`config.mk`:
```
export PLATFORM = sky130hd
export DESIGN_NAME = nn_top
export DESIGN_NICKNAME = d
export VERILOG_FILES = /design/src/nn_pkg.sv /design/src/sample_queue.sv /design/src/weight_store.sv /design/src/hidden_layer.sv /design/src/output_layer.sv /design/src/nn_top.sv
export VERILOG_INCLUDE_DIRS = /design/src /design/src/src
export SDC_FILE = /design/constraint.sdc
export NUM_CORES = 2
export LEC_CHECK = 0
export BUFFER_PORTS_ARGS = -buffer_cell sky130_fd_sc_hd__buf_4
export CAP_MARGIN = 20
export CORE_MARGIN = 2
export CORE_UTILIZATION = 35
export DETAILED_ROUTE_END_ITERATION = 10
export SETUP_SLACK_MARGIN = 0.3
export SYNTH_ARGS = -nofsm -noshare
export SYNTH_HDL_FRONTEND = slang
export SYNTH_SLANG_ARGS = --single-unit
```
`constraint.sdc`:
```
create_clock -name clk -period 9.51 [get_ports clk]
set_input_delay 1.902 -clock clk [delete_from_list [all_inputs] [get_ports clk]]
set_output_delay 1.902 -clock clk [all_outputs]
set_load 0.03 [all_outputs]
```
`src/nn_config.svh`:
```
`ifndef NN_CONFIG_SVH
`define NN_CONFIG_SVH

// ------------------------------
// fixed-point format
// ------------------------------
`define NN_DATA_W 16 // signed word width
`define NN_FRAC_BITS 8 // q8.8

// ------------------------------
// network shape
// ------------------------------
`define NN_INPUTS 4 // features per sample
`define NN_HIDDEN 3 // relu neurons

// sample slots, also the sender's starting credits
`define NN_QUEUE_DEPTH 2

`endif

```
`src/nn_pkg.sv`:
```
`include "nn_config.svh"

package nn_pkg;

	// one signed q8.8 value
	typedef logic signed [`NN_DATA_W-1:0] fx_t;

	typedef fx_t [`NN_INPUTS-1:0] feature_vec_t; // feature i at slot i
	typedef fx_t [`NN_HIDDEN-1:0][`NN_INPUTS-1:0] w1_mat_t; // [neuron][input]
	typedef fx_t [`NN_HIDDEN-1:0] w2_vec_t; // one weight per hidden neuron
	typedef fx_t [`NN_HIDDEN-1:0] hidden_vec_t; // relu outputs

	localparam int FX_PROD_W = 2 * `NN_DATA_W; // full product width

	// ------------------------------
	// fixed-point multiply
	// ------------------------------
	// full signed product, arithmetic shift by the fraction bits, low word kept
	function automatic fx_t fx_mul(input fx_t a, input fx_t b);
		logic signed [FX_PROD_W-1:0] prod;
		logic signed [FX_PROD_W-1:0] scaled;
		prod = FX_PROD_W'(a) * FX_PROD_W'(b); // sign-extended operands
		scaled = prod >>> `NN_FRAC_BITS; // back to q8.8 scale
		return scaled[`NN_DATA_W-1:0]; // wraps on overflow
	endfunction

endpackage

```
`src/sample_queue.sv`:
```
`include "nn_config.svh"

module sample_queue (
	input  logic                 clk,
	input  logic                 rst_n,
	input  logic                 sample_valid,
	input  nn_pkg::fx_t          sample_data,
	input  logic                 q_take,
	output logic                 q_valid,
	output nn_pkg::feature_vec_t q_vec,
	output logic                 credit_return
);

	localparam int DEPTH = `NN_QUEUE_DEPTH;
	localparam int BEAT_W = $clog2(`NN_INPUTS);
	localparam int PTR_W = (DEPTH > 1) ? $clog2(DEPTH) : 1;
	localparam int CNT_W = $clog2(DEPTH + 1);

	logic [BEAT_W-1:0]    beat_idx; // next feature slot
	nn_pkg::feature_vec_t asm_vec; // partial sample
	nn_pkg::feature_vec_t push_vec; // finished sample incl. last beat
	nn_pkg::feature_vec_t slot_mem [DEPTH]; // circular buffer
	logic [PTR_W-1:0]     wr_ptr;
	logic [PTR_W-1:0]     rd_ptr;
	logic [CNT_W-1:0]     count; // queued vectors
	logic                 push;
	logic                 pop;

	// ------------------------------
	// beat assembly
	// ------------------------------
	assign push = sample_valid && (beat_idx == BEAT_W'(`NN_INPUTS - 1)); // fourth beat
	assign pop = q_take; // hidden layer takes the head

	always_ff @(posedge clk or negedge rst_n) begin
		if (!rst_n) begin
			beat_idx <= '0;
		end
		else if (sample_valid) begin
			beat_idx <= push ? '0 : beat_idx + 1'b1; // feature 0 first
		end
	end

	always_ff @(posedge clk) begin
		if (sample_valid) begin
			asm_vec[beat_idx] <= sample_data;
		end
	end

	always_comb begin
		push_vec = asm_vec;
		push_vec[`NN_INPUTS-1] = sample_data; // last beat bypasses asm_vec
	end

	// ------------------------------
	// vector buffer
	// ------------------------------
	always_ff @(posedge clk) begin
		if (push) begin
			slot_mem[wr_ptr] <= push_vec;
		end
	end

	always_ff @(posedge clk or negedge rst_n) begin
		if (!rst_n) begin
			wr_ptr <= '0;
			rd_ptr <= '0;
			count <= '0;
			credit_return <= 1'b0;
		end
		else begin
			if (push) begin
				wr_ptr <= (wr_ptr == PTR_W'(DEPTH - 1)) ? '0 : wr_ptr + 1'b1; // wrap
			end
			if (pop) begin
				rd_ptr <= (rd_ptr == PTR_W'(DEPTH - 1)) ? '0 : rd_ptr + 1'b1;
			end
			case ({push, pop})
				2'b10: count <= count + 1'b1;
				2'b01: count <= count - 1'b1;
				default: count <= count; // none or both
			endcase
			credit_return <= pop; // one credit back per pop
		end
	end

	assign q_valid = (count != '0); // head visible cycle after 4th beat
	assign q_vec = slot_mem[rd_ptr];

endmodule

```
`src/weight_store.sv`:
```
`include "nn_config.svh"

module weight_store (
	input  logic            clk,
	input  logic            rst_n,
	input  logic            w1_valid,
	input  nn_pkg::fx_t     w1_data,
	input  logic            w2_valid,
	input  nn_pkg::fx_t     w2_data,
	output nn_pkg::w1_mat_t w1,
	output nn_pkg::w2_vec_t w2
);

	localparam int W1_BITS = $bits(nn_pkg::w1_mat_t); // 12 words
	localparam int W2_BITS = $bits(nn_pkg::w2_vec_t); // 3 words

	logic [W1_BITS-1:0] w1_sr; // flat chain, word k = neuron k/4, input k%4
	logic [W2_BITS-1:0] w2_sr;

	// ------------------------------
	// first layer chain
	// ------------------------------
	// new word enters the top slot, older words move one slot down
	always_ff @(posedge clk or negedge rst_n) begin
		if (!rst_n) begin
			w1_sr <= '0;
		end
		else if (w1_valid) begin
			w1_sr <= {w1_data, w1_sr[W1_BITS-1:`NN_DATA_W]}; // first beat ends at slot 0
		end
	end

	// ------------------------------
	// second layer chain
	// ------------------------------
	always_ff @(posedge clk or negedge rst_n) begin
		if (!rst_n) begin
			w2_sr <= '0;
		end
		else if (w2_valid) begin
			w2_sr <= {w2_data, w2_sr[W2_BITS-1:`NN_DATA_W]}; // same order, 3 beats
		end
	end

	assign w1 = w1_sr;
	assign w2 = w2_sr;

endmodule

```
`src/hidden_layer.sv`:
```
`include "nn_config.svh"

module hidden_layer (
	input  logic                 clk,
	input  logic                 rst_n,
	input  logic                 q_valid,
	input  nn_pkg::feature_vec_t q_vec,
	input  nn_pkg::w1_mat_t      w1,
	output logic                 q_take,
	output logic                 hid_valid,
	output nn_pkg::hidden_vec_t  hid_vec
);

	localparam int IDX_W = $clog2(`NN_INPUTS);

	typedef enum logic [1:0] {
		S_IDLE, // waiting for a vector
		S_ACC, // features 1..3
		S_RELU // clamp and register
	} state_t;

	state_t               state;
	logic [IDX_W-1:0]     feat_idx; // feature being accumulated
	nn_pkg::feature_vec_t feat_sr; // remaining features, next at slot 0
	nn_pkg::fx_t          feat_cur;
	nn_pkg::hidden_vec_t  prod; // per-neuron products this cycle
	nn_pkg::hidden_vec_t  acc; // per-neuron running sums

	assign q_take = (state == S_IDLE) && q_valid; // accept straight from the queue head
	assign feat_cur = (state == S_IDLE) ? q_vec[0] : feat_sr[0]; // feature 0 on accept

	always_comb begin
		for (int j = 0; j < `NN_HIDDEN; j++) begin
			prod[j] = nn_pkg::fx_mul(w1[j][feat_idx], feat_cur);
		end
	end

	// ------------------------------
	// control
	// ------------------------------
	always_ff @(posedge clk or negedge rst_n) begin
		if (!rst_n) begin
			state <= S_IDLE;
			feat_idx <= '0;
		end
		else begin
			case (state)
				S_IDLE: begin
					if (q_valid) begin
						state <= S_ACC;
						feat_idx <= IDX_W'(1); // feature 0 done on accept
					end
				end
				S_ACC: begin
					if (feat_idx == IDX_W'(`NN_INPUTS - 1)) begin
						state <= S_RELU;
						feat_idx <= '0; // ready for next accept
					end
					else begin
						feat_idx <= feat_idx + 1'b1;
					end
				end
				default: state <= S_IDLE; // relu takes one cycle
			endcase
		end
	end

	// ------------------------------
	// accumulators
	// ------------------------------
	always_ff @(posedge clk) begin
		if (q_take) begin
			feat_sr <= q_vec >> `NN_DATA_W; // feature 1 moves to slot 0
			acc <= prod; // start sums with feature 0
		end
		else if (state == S_ACC) begin
			feat_sr <= feat_sr >> `NN_DATA_W;
			for (int j = 0; j < `NN_HIDDEN; j++) begin
				acc[j] <= acc[j] + prod[j]; // wraps at 16 bits
			end
		end
	end

	always_ff @(posedge clk) begin
		if (state == S_RELU) begin
			for (int j = 0; j < `NN_HIDDEN; j++) begin
				hid_vec[j] <= acc[j][`NN_DATA_W-1] ? '0 : acc[j]; // negative -> 0
			end
		end
	end

	always_ff @(posedge clk or negedge rst_n) begin
		if (!rst_n) begin
			hid_valid <= 1'b0;
		end
		else begin
			hid_valid <= (state == S_RELU); // 5 cycles after q_take
		end
	end

endmodule

```
`src/output_layer.sv`:
```
`include "nn_config.svh"

module output_layer (
	input  logic                clk,
	input  logic                rst_n,
	input  logic                hid_valid,
	input  nn_pkg::hidden_vec_t hid_vec,
	input  nn_pkg::w2_vec_t     w2,
	output logic                out_valid,
	output nn_pkg::fx_t         out_data
);

	nn_pkg::fx_t dot; // y = sum w2[j] * h[j]

	// ------------------------------
	// output dot product
	// ------------------------------
	always_comb begin
		dot = '0;
		for (int j = 0; j < `NN_HIDDEN; j++) begin
			dot = dot + nn_pkg::fx_mul(w2[j], hid_vec[j]); // wraps at 16 bits
		end
	end

	always_ff @(posedge clk or negedge rst_n) begin
		if (!rst_n) begin
			out_valid <= 1'b0;
			out_data <= '0;
		end
		else begin
			out_valid <= hid_valid; // single-cycle pulse
			out_data <= hid_valid ? dot : '0; // zero between results
		end
	end

endmodule

```
`src/nn_top.sv`:
```
module nn_top (
	input  logic        clk,
	input  logic        rst_n,
	input  logic        w1_valid,
	input  nn_pkg::fx_t w1_data,
	input  logic        w2_valid,
	input  nn_pkg::fx_t w2_data,
	input  logic        sample_valid,
	input  nn_pkg::fx_t sample_data,
	output logic        credit_return,
	output logic        out_valid,
	output nn_pkg::fx_t out_data
);

	logic                 q_valid; // queue head present
	logic                 q_take; // head accepted by hidden layer
	logic                 hid_valid;
	nn_pkg::feature_vec_t q_vec;
	nn_pkg::w1_mat_t      w1;
	nn_pkg::w2_vec_t      w2;
	nn_pkg::hidden_vec_t  hid_vec;

	// ------------------------------
	// sample path
	// ------------------------------
	sample_queue u_queue (
		.clk           (clk),
		.rst_n         (rst_n),
		.sample_valid  (sample_valid),
		.sample_data   (sample_data),
		.q_take        (q_take),
		.q_valid       (q_valid),
		.q_vec         (q_vec),
		.credit_return (credit_return)
	);

	weight_store u_weights (
		.clk      (clk),
		.rst_n    (rst_n),
		.w1_valid (w1_valid),
		.w1_data  (w1_data),
		.w2_valid (w2_valid),
		.w2_data  (w2_data),
		.w1       (w1),
		.w2       (w2)
	);

	hidden_layer u_hidden (
		.clk       (clk),
		.rst_n     (rst_n),
		.q_valid   (q_valid),
		.q_vec     (q_vec),
		.w1        (w1),
		.q_take    (q_take),
		.hid_valid (hid_valid),
		.hid_vec   (hid_vec)
	);

	output_layer u_output (
		.clk       (clk),
		.rst_n     (rst_n),
		.hid_valid (hid_valid),
		.hid_vec   (hid_vec),
		.w2        (w2),
		.out_valid (out_valid),
		.out_data  (out_data)
	);

endmodule

```
After elaboration in Yosys (flattened, before gate mapping)
Memories as Yosys holds them, arrays and structs flattened.
Index checks and enable logic that the tools add are counted.

storage, ports and cells
  bits in registers = 474
  memory bits (writable) = 128
  input bits = 53
  output and inout port bits = 18
  logic and storage cells = 90
  memories = 1

operators by class
  add/sub/neg operators = 11
  multipliers = 6
  order comparisons = 3
  equality and inequality tests = 8
  mux-type cells = 26
  reduce and logical (&&, ||, !) cells = 10

memory list
  memory            depth  bits a word  read ports  clocked after Yosys merged registers in  wr ports  RTL line            source
  u_queue.slot_mem  2      64           1           0                                        1         sample_queue.sv:22  nn_pkg::feature_vec_t slot_mem [DEPTH];

operators by type and width
  cell                                                  count
  2-to-1 mux 48 bit                                     4
  multiplier 16 x 16 -> 24 bit                          6
  binary-select mux 16 bit (select 2 bit)               3
  2-to-1 mux 16 bit                                     6
  adder 16 bit                                          5
  bitwise mux 64 bit                                    1
  demux 16 bit (select 2 bit)                           1
  one-hot mux 2 bit (2 select lines)                    3
  == test 2 bit (second input constant)                 4
  2-to-1 mux 2 bit                                      4
  nonzero test 2 bit                                    4
  adder 2 x 1 -> 2 bit (second input constant)          3
  < comparator 2 x 3 -> 1 bit (second input constant)   2
  == test 2 x 1 -> 1 bit (second input constant)        2
  2-to-1 mux 1 bit                                      4
  != test 2 x 1 -> 1 bit (second input constant)        2
  AND reduction 2 bit                                   2
  logical AND 1 bit                                     3
  adder 1 bit (second input constant)                   2
  >= comparator 2 x 1 -> 1 bit (second input constant)  1
  zero test 2 bit                                       1
  subtractor 2 x 1 -> 2 bit (second input constant)     1

Longest topological paths before layout
  depth in word-level cells = 6
  gate-level depth with buffers = 41
  gate-level depth less buffers = 37

By module
From an unflattened synthesis, not the netlist that was laid out.

unflattened totals
  cells, all modules = 6868
  area total of the unflattened synthesis = 70522.6 um^2

by module, submodules not included
  module        times used  cells an instance  area an instance (um^2)  sequential area each (um^2)
  hidden_layer  1           3414               31281.3                  4359.2
  output_layer  1           2670               23643.9                  425.4
  weight_store  1           506                8978.6                   6005.8
  sample_queue  1           278                6618.8                   5460.2

Worst setup path before layout
OpenSTA, ideal clock, no wires.

  path type = reg2reg
  start point = register u_hidden.feat_idx[1]
  end point = register u_hidden.acc[31] in the netlist's numbering, data pin
  setup time = 268 ps
  data arrival time = 8916 ps
  required time = 9242 ps
  path slack = 327 ps
  cell stages (with the launch flop) = 38
  path buffers = 6
  clock period less this slack = 9183 ps
  cells stage by stage = dfrtp_1 buf_2 buf_4 buf_4 buf_2 buf_2 buf_1 mux2_2 o21ai_1 nor2_1 fa_1 inv_1 fa_1 inv_1 ha_1 fa_1 fa_1 inv_1 (+2 left out) ha_1 a21o_1 a21o_1 o31a_1 o21a_1 a21o_1 a21o_1 xor2_1 ha_1 and2_1 o21ai_0 o21ai_0 o41ai_1 o2111ai_1 a21oi_1 xor2_1 nor2_1 xnor3_1

on the way
  cells in the longest elaborated chain, start to end = 6

ends and longest elaborated chain
  what                                       RTL line            source
  start, declared                            hidden_layer.sv:23  logic [IDX_W-1:0] feat_idx;
  start signal, assigned                     hidden_layer.sv:60  feat_idx <= feat_idx + 1'b1;
  binary-select mux 16 bit (select 2 bit) *  hidden_layer.sv:34  prod[j] = nn_pkg::fx_mul(w1[j][feat_idx], feat_cur);
  2-to-1 mux 16 bit (not written as such) *  hidden_layer.sv:34
  multiplier 16 x 16 -> 24 bit *             nn_pkg.sv:22        prod = FX_PROD_W'(a) * FX_PROD_W'(b);
  adder 16 bit                               hidden_layer.sv:79  acc[j] <= acc[j] + prod[j];
  2-to-1 mux 48 bit                          hidden_layer.sv:76  else if (state == S_ACC) begin
  2-to-1 mux 48 bit *                        hidden_layer.sv:72  if (q_take) begin
  end signal, assigned                       hidden_layer.sv:74  acc <= prod;
  end signal, assigned by index              hidden_layer.sv:79
  end, declared                              hidden_layer.sv:27  nn_pkg::hidden_vec_t acc;

Every way passes the cells marked *; elsewhere a longest branch is shown, timed or not. The select of a mux whose other input is x is not followed.
A chain may end at the register's enable or synchronous reset.

Worst setup path after layout
  start point = register u_weights.w2_sr[8] (netlist: u_weights.w2[8])
  end point = register u_output.out_data[15]

on the way
  cells in the longest elaborated chain, start to end = 4

ends and longest elaborated chain
  what                          RTL line            source
  start, declared               weight_store.sv:18  logic [W2_BITS-1:0] w2_sr;
  start signal, assigned        weight_store.sv:41  w2_sr <= {w2_data, w2_sr[W2_BITS-1:`NN_DATA_W]};
  multiplier 16 x 16 -> 24 bit  nn_pkg.sv:22
  adder 16 bit (2 in series)    output_layer.sv:21  dot = dot + nn_pkg::fx_mul(w2[j], hid_vec[j]);
  2-to-1 mux 16 bit             output_layer.sv:32  out_data <= hid_valid ? dot : '0;
  end signal, assigned          output_layer.sv:32
  end, declared                 output_layer.sv:10  output nn_pkg::fx_t out_data

No other way between the ends.

==> results.md <==
- Crit path buffers/inverters: 5
- Crit share post-route: 0.917
- Antenna violations before repair: 1
- Synth cell types: 73
- Crit path max-delay family: adder cells
- Via count: 45.4k
- Cts bufs inserted: 70
- R2R Path Start: u_weights.w2[8]
- Vias in the first global route: 49.2k
- WL final: around 170000 µm
- Floorplan row count: 162
- Final TNS setup: 0 ns
- Synth async-reset ratio: 0.459
- Die Y: approximately 450 µm
- Final Skew: about 0.048 ns
- Worst reg2reg path endpoint: u_output.out_data[15]
- Max_slew headroom: 0.310
- Critical Path AT: 9.29 ns
- Max Cap Viol: 0
- CP Data Required Time: 10.08 ns
- Setup crit end kind: flop
- Yosys reg bits: 586
- Synth Warn #: 0
- I/O Buffers: 70
- Fmax: 0.115 GHz
- Unrepaired setup endpoints after global routing: false
- Grt total ovfl: 0
- Starting Density: 0.352
- DR pass1 iterations: 6
- Layout cell share with drive strength beyond 1: 0.112
- Largest net degree at the start of global routing: approximately 110
- R2R cell count: 33
- First-pass GRT wire length: 273000 µm
- Synth Cell Area: 68600 µm²
- ANT nets after route: 0
- Crit path top cell by count: fa_1
- Detailed placement HPWL: about 130000 µm
- Hold Path Depth: 0
- Routed wire per std cell: 17.8 µm
- Primary FF master, synth: edfxtp_1
- Syn Nets: 8358
- CORE AREA: between 150000 and 200000 µm²
- Cell area after placement: 72600 µm²
- Antenna diodes: 0
- Gr usage total: 0.174
- Slew @ Worst Pin: 1.03 ns
- Clock Latency Late Sink: 0.71 ns
- Final min period: 8.72 ns
- First DRT Iteration DRCs: 2676
- CP Launch Point: u_weights.w2[8]
- H-tree lvl count: 3
- Sequential area share after synthesis: 0.237
- Final Hold Vio Count: 0
- P&R area growth vs syn: 10.5%
- Mapped Avg Cell Area: 10.2 µm²
- Min-Delay Path Class: flop to flop
- Most frequent cells in the layout: inv_1, fa_1, nand2_1, ha_1, and2_1
- Final setup violation count: 0
- Hold path endpoint: u_queue.slot_mem[0][35]
- CP max stage cell: dfrtp_2
- Setup slack, reg-to-reg: a little under 0.8 ns
- Top Ports: 71
- Max Slew Vio Count: 0
- Total die area: 199000 µm²
- Clk buf depth: 3
- Clock tree sinks: 586
- Largest cells by area after synthesis: fa_1, edfxtp_1, dfrtp_1
- CP max stage delay: 0.57 ns
- Worst setup path class: flop to flop
- Commonest non-fill, non-tap cell in the layout: inv_1
- CTS root buf: clkbuf_16
- Post-synth EDFFs: around 320
- Nets: 8453
- Worst hold slack: between 0.4 and 0.5 ns
- Start point of the worst min-delay path: u_queue.asm_vec[35]
- CTS tree: built
- CP Launch Type: flop
- Mapped Cells: 6730
- Design area: 75800 µm²
- Post-synth top area share: 0.324
- Critical Path Fanout Max: 16
- DRC Markers: 0
- Status: completed
- Worst-path clk slew: 0.06 ns
- Biggest area consumer among synthesized cells: fa_1
- Via/cell ratio: 4.78
- Die X: 447 µm
- Routability congestion estimate: ~0.90
registers in the layout (all words and copies together) (netlist names), 16 cells and up:
register           flops
u_weights.w1         192
u_queue.slot_mem     128
u_hidden.acc          48
u_hidden.feat_sr      48
u_queue.asm_vec       48
u_weights.w2          48
u_hidden.hid_vec      45
u_output.out_data     16
stage by stage:
stage          instances   util  worst slack [ns]
5_1_grt             9504  0.389             0.306
3_3_place_gp        9310  0.373             0.437
6_report            9504  0.389             0.788
3_5_place_dp        9310  0.373             0.330
2_1_floorplan       6730      -             0.327
4_1_cts             9437  0.385             0.343
routing by layer:
layer,vias up,wire length (µm),track usage
li1,20713,-,-
met1,23459,73400,0.229
met2,1014,81600,0.294
met3,249,8300,0.0268
met4,2,5640,0.0522
met5,-,13,0
worst max path at each step:
stage | endpoint | cells past startpoint | slack, ns
floorplan | u_hidden.acc[31] | 37 | 0.33
global placement | u_hidden.acc[31] | 31 | 0.44
detailed placement | u_hidden.acc[31] | 31 | 0.33
CTS | u_hidden.acc[31] | 31 | 0.34
global route | u_output.out_data[15] | 33 | 0.31
finish | u_output.out_data[15] | 33 | 0.79
synthesized netlist by cell type (all sizes together) (22+ instances only):
| cell | instances |
|---|---|
| a21o | 47 |
| a21oi | 112 |
| and2 | 427 |
| buf | 38 |
| clkbuf | 218 |
| dfrtp | 269 |
| edfxtp | 317 |
| fa | 1111 |
| ha | 464 |
| inv | 1448 |
| mux2 | 278 |
| mux2i | 97 |
| mux4 | 22 |
| nand2 | 773 |
| nand3 | 23 |
| nor2 | 398 |
| nor2b | 59 |
| nor3 | 24 |
| o21a | 45 |
| o21ai | 122 |
| xnor2 | 191 |
| xor2 | 82 |
final cells by class:
| class | instances | area, µm² |
|---|---|---|
| clock inverter | 34 | 460 |
| fill | 18968 | 119000 |
| clock buffer | 93 | 2000 |
| timing repair buffer | 277 | 2260 |
| inverter | 1448 | 5440 |
| sequential | 586 | 16300 |
| tap | 2624 | 3280 |
| multi-input combinational | 4442 | 46100 |
what timing repair did:
action	in CTS	in global routing
setup buffers	0	65
setup endpoints to repair	0	7
gates resized for setup	0	33
hold buffers	0	0
worst register-to-register path: cells and delay by family, from the launching register on:
family                   cells  cell delay, ns
adder cells (fa/ha/maj)      9            4.10
AO/OA/AOI/OAI                8            1.63
AND/OR/NAND/NOR              8            1.24
XOR/XNOR                     3            0.84
flip-flops                   1            0.57
buffers and inverters        5            0.27
kinds of logic (layout without fill, tap and decap cells):
logic type               Yosys count  count (layout)  synth area share
AO/OA/AOI/OAI                    411             412            0.0380
XOR/XNOR                         276             276            0.0359
adder cells (fa/ha/maj)         1575            1575             0.409
buffers and inverters           1704            1852            0.0939
flip-flops                       586             586             0.237
multiplexers                     397             397            0.0670
AND/OR/NAND/NOR                 1781            1782             0.119
Power is left out: the tool's default activity adds up to more than one toggle a clock period on the data nets, which glitch-free logic cannot reach.
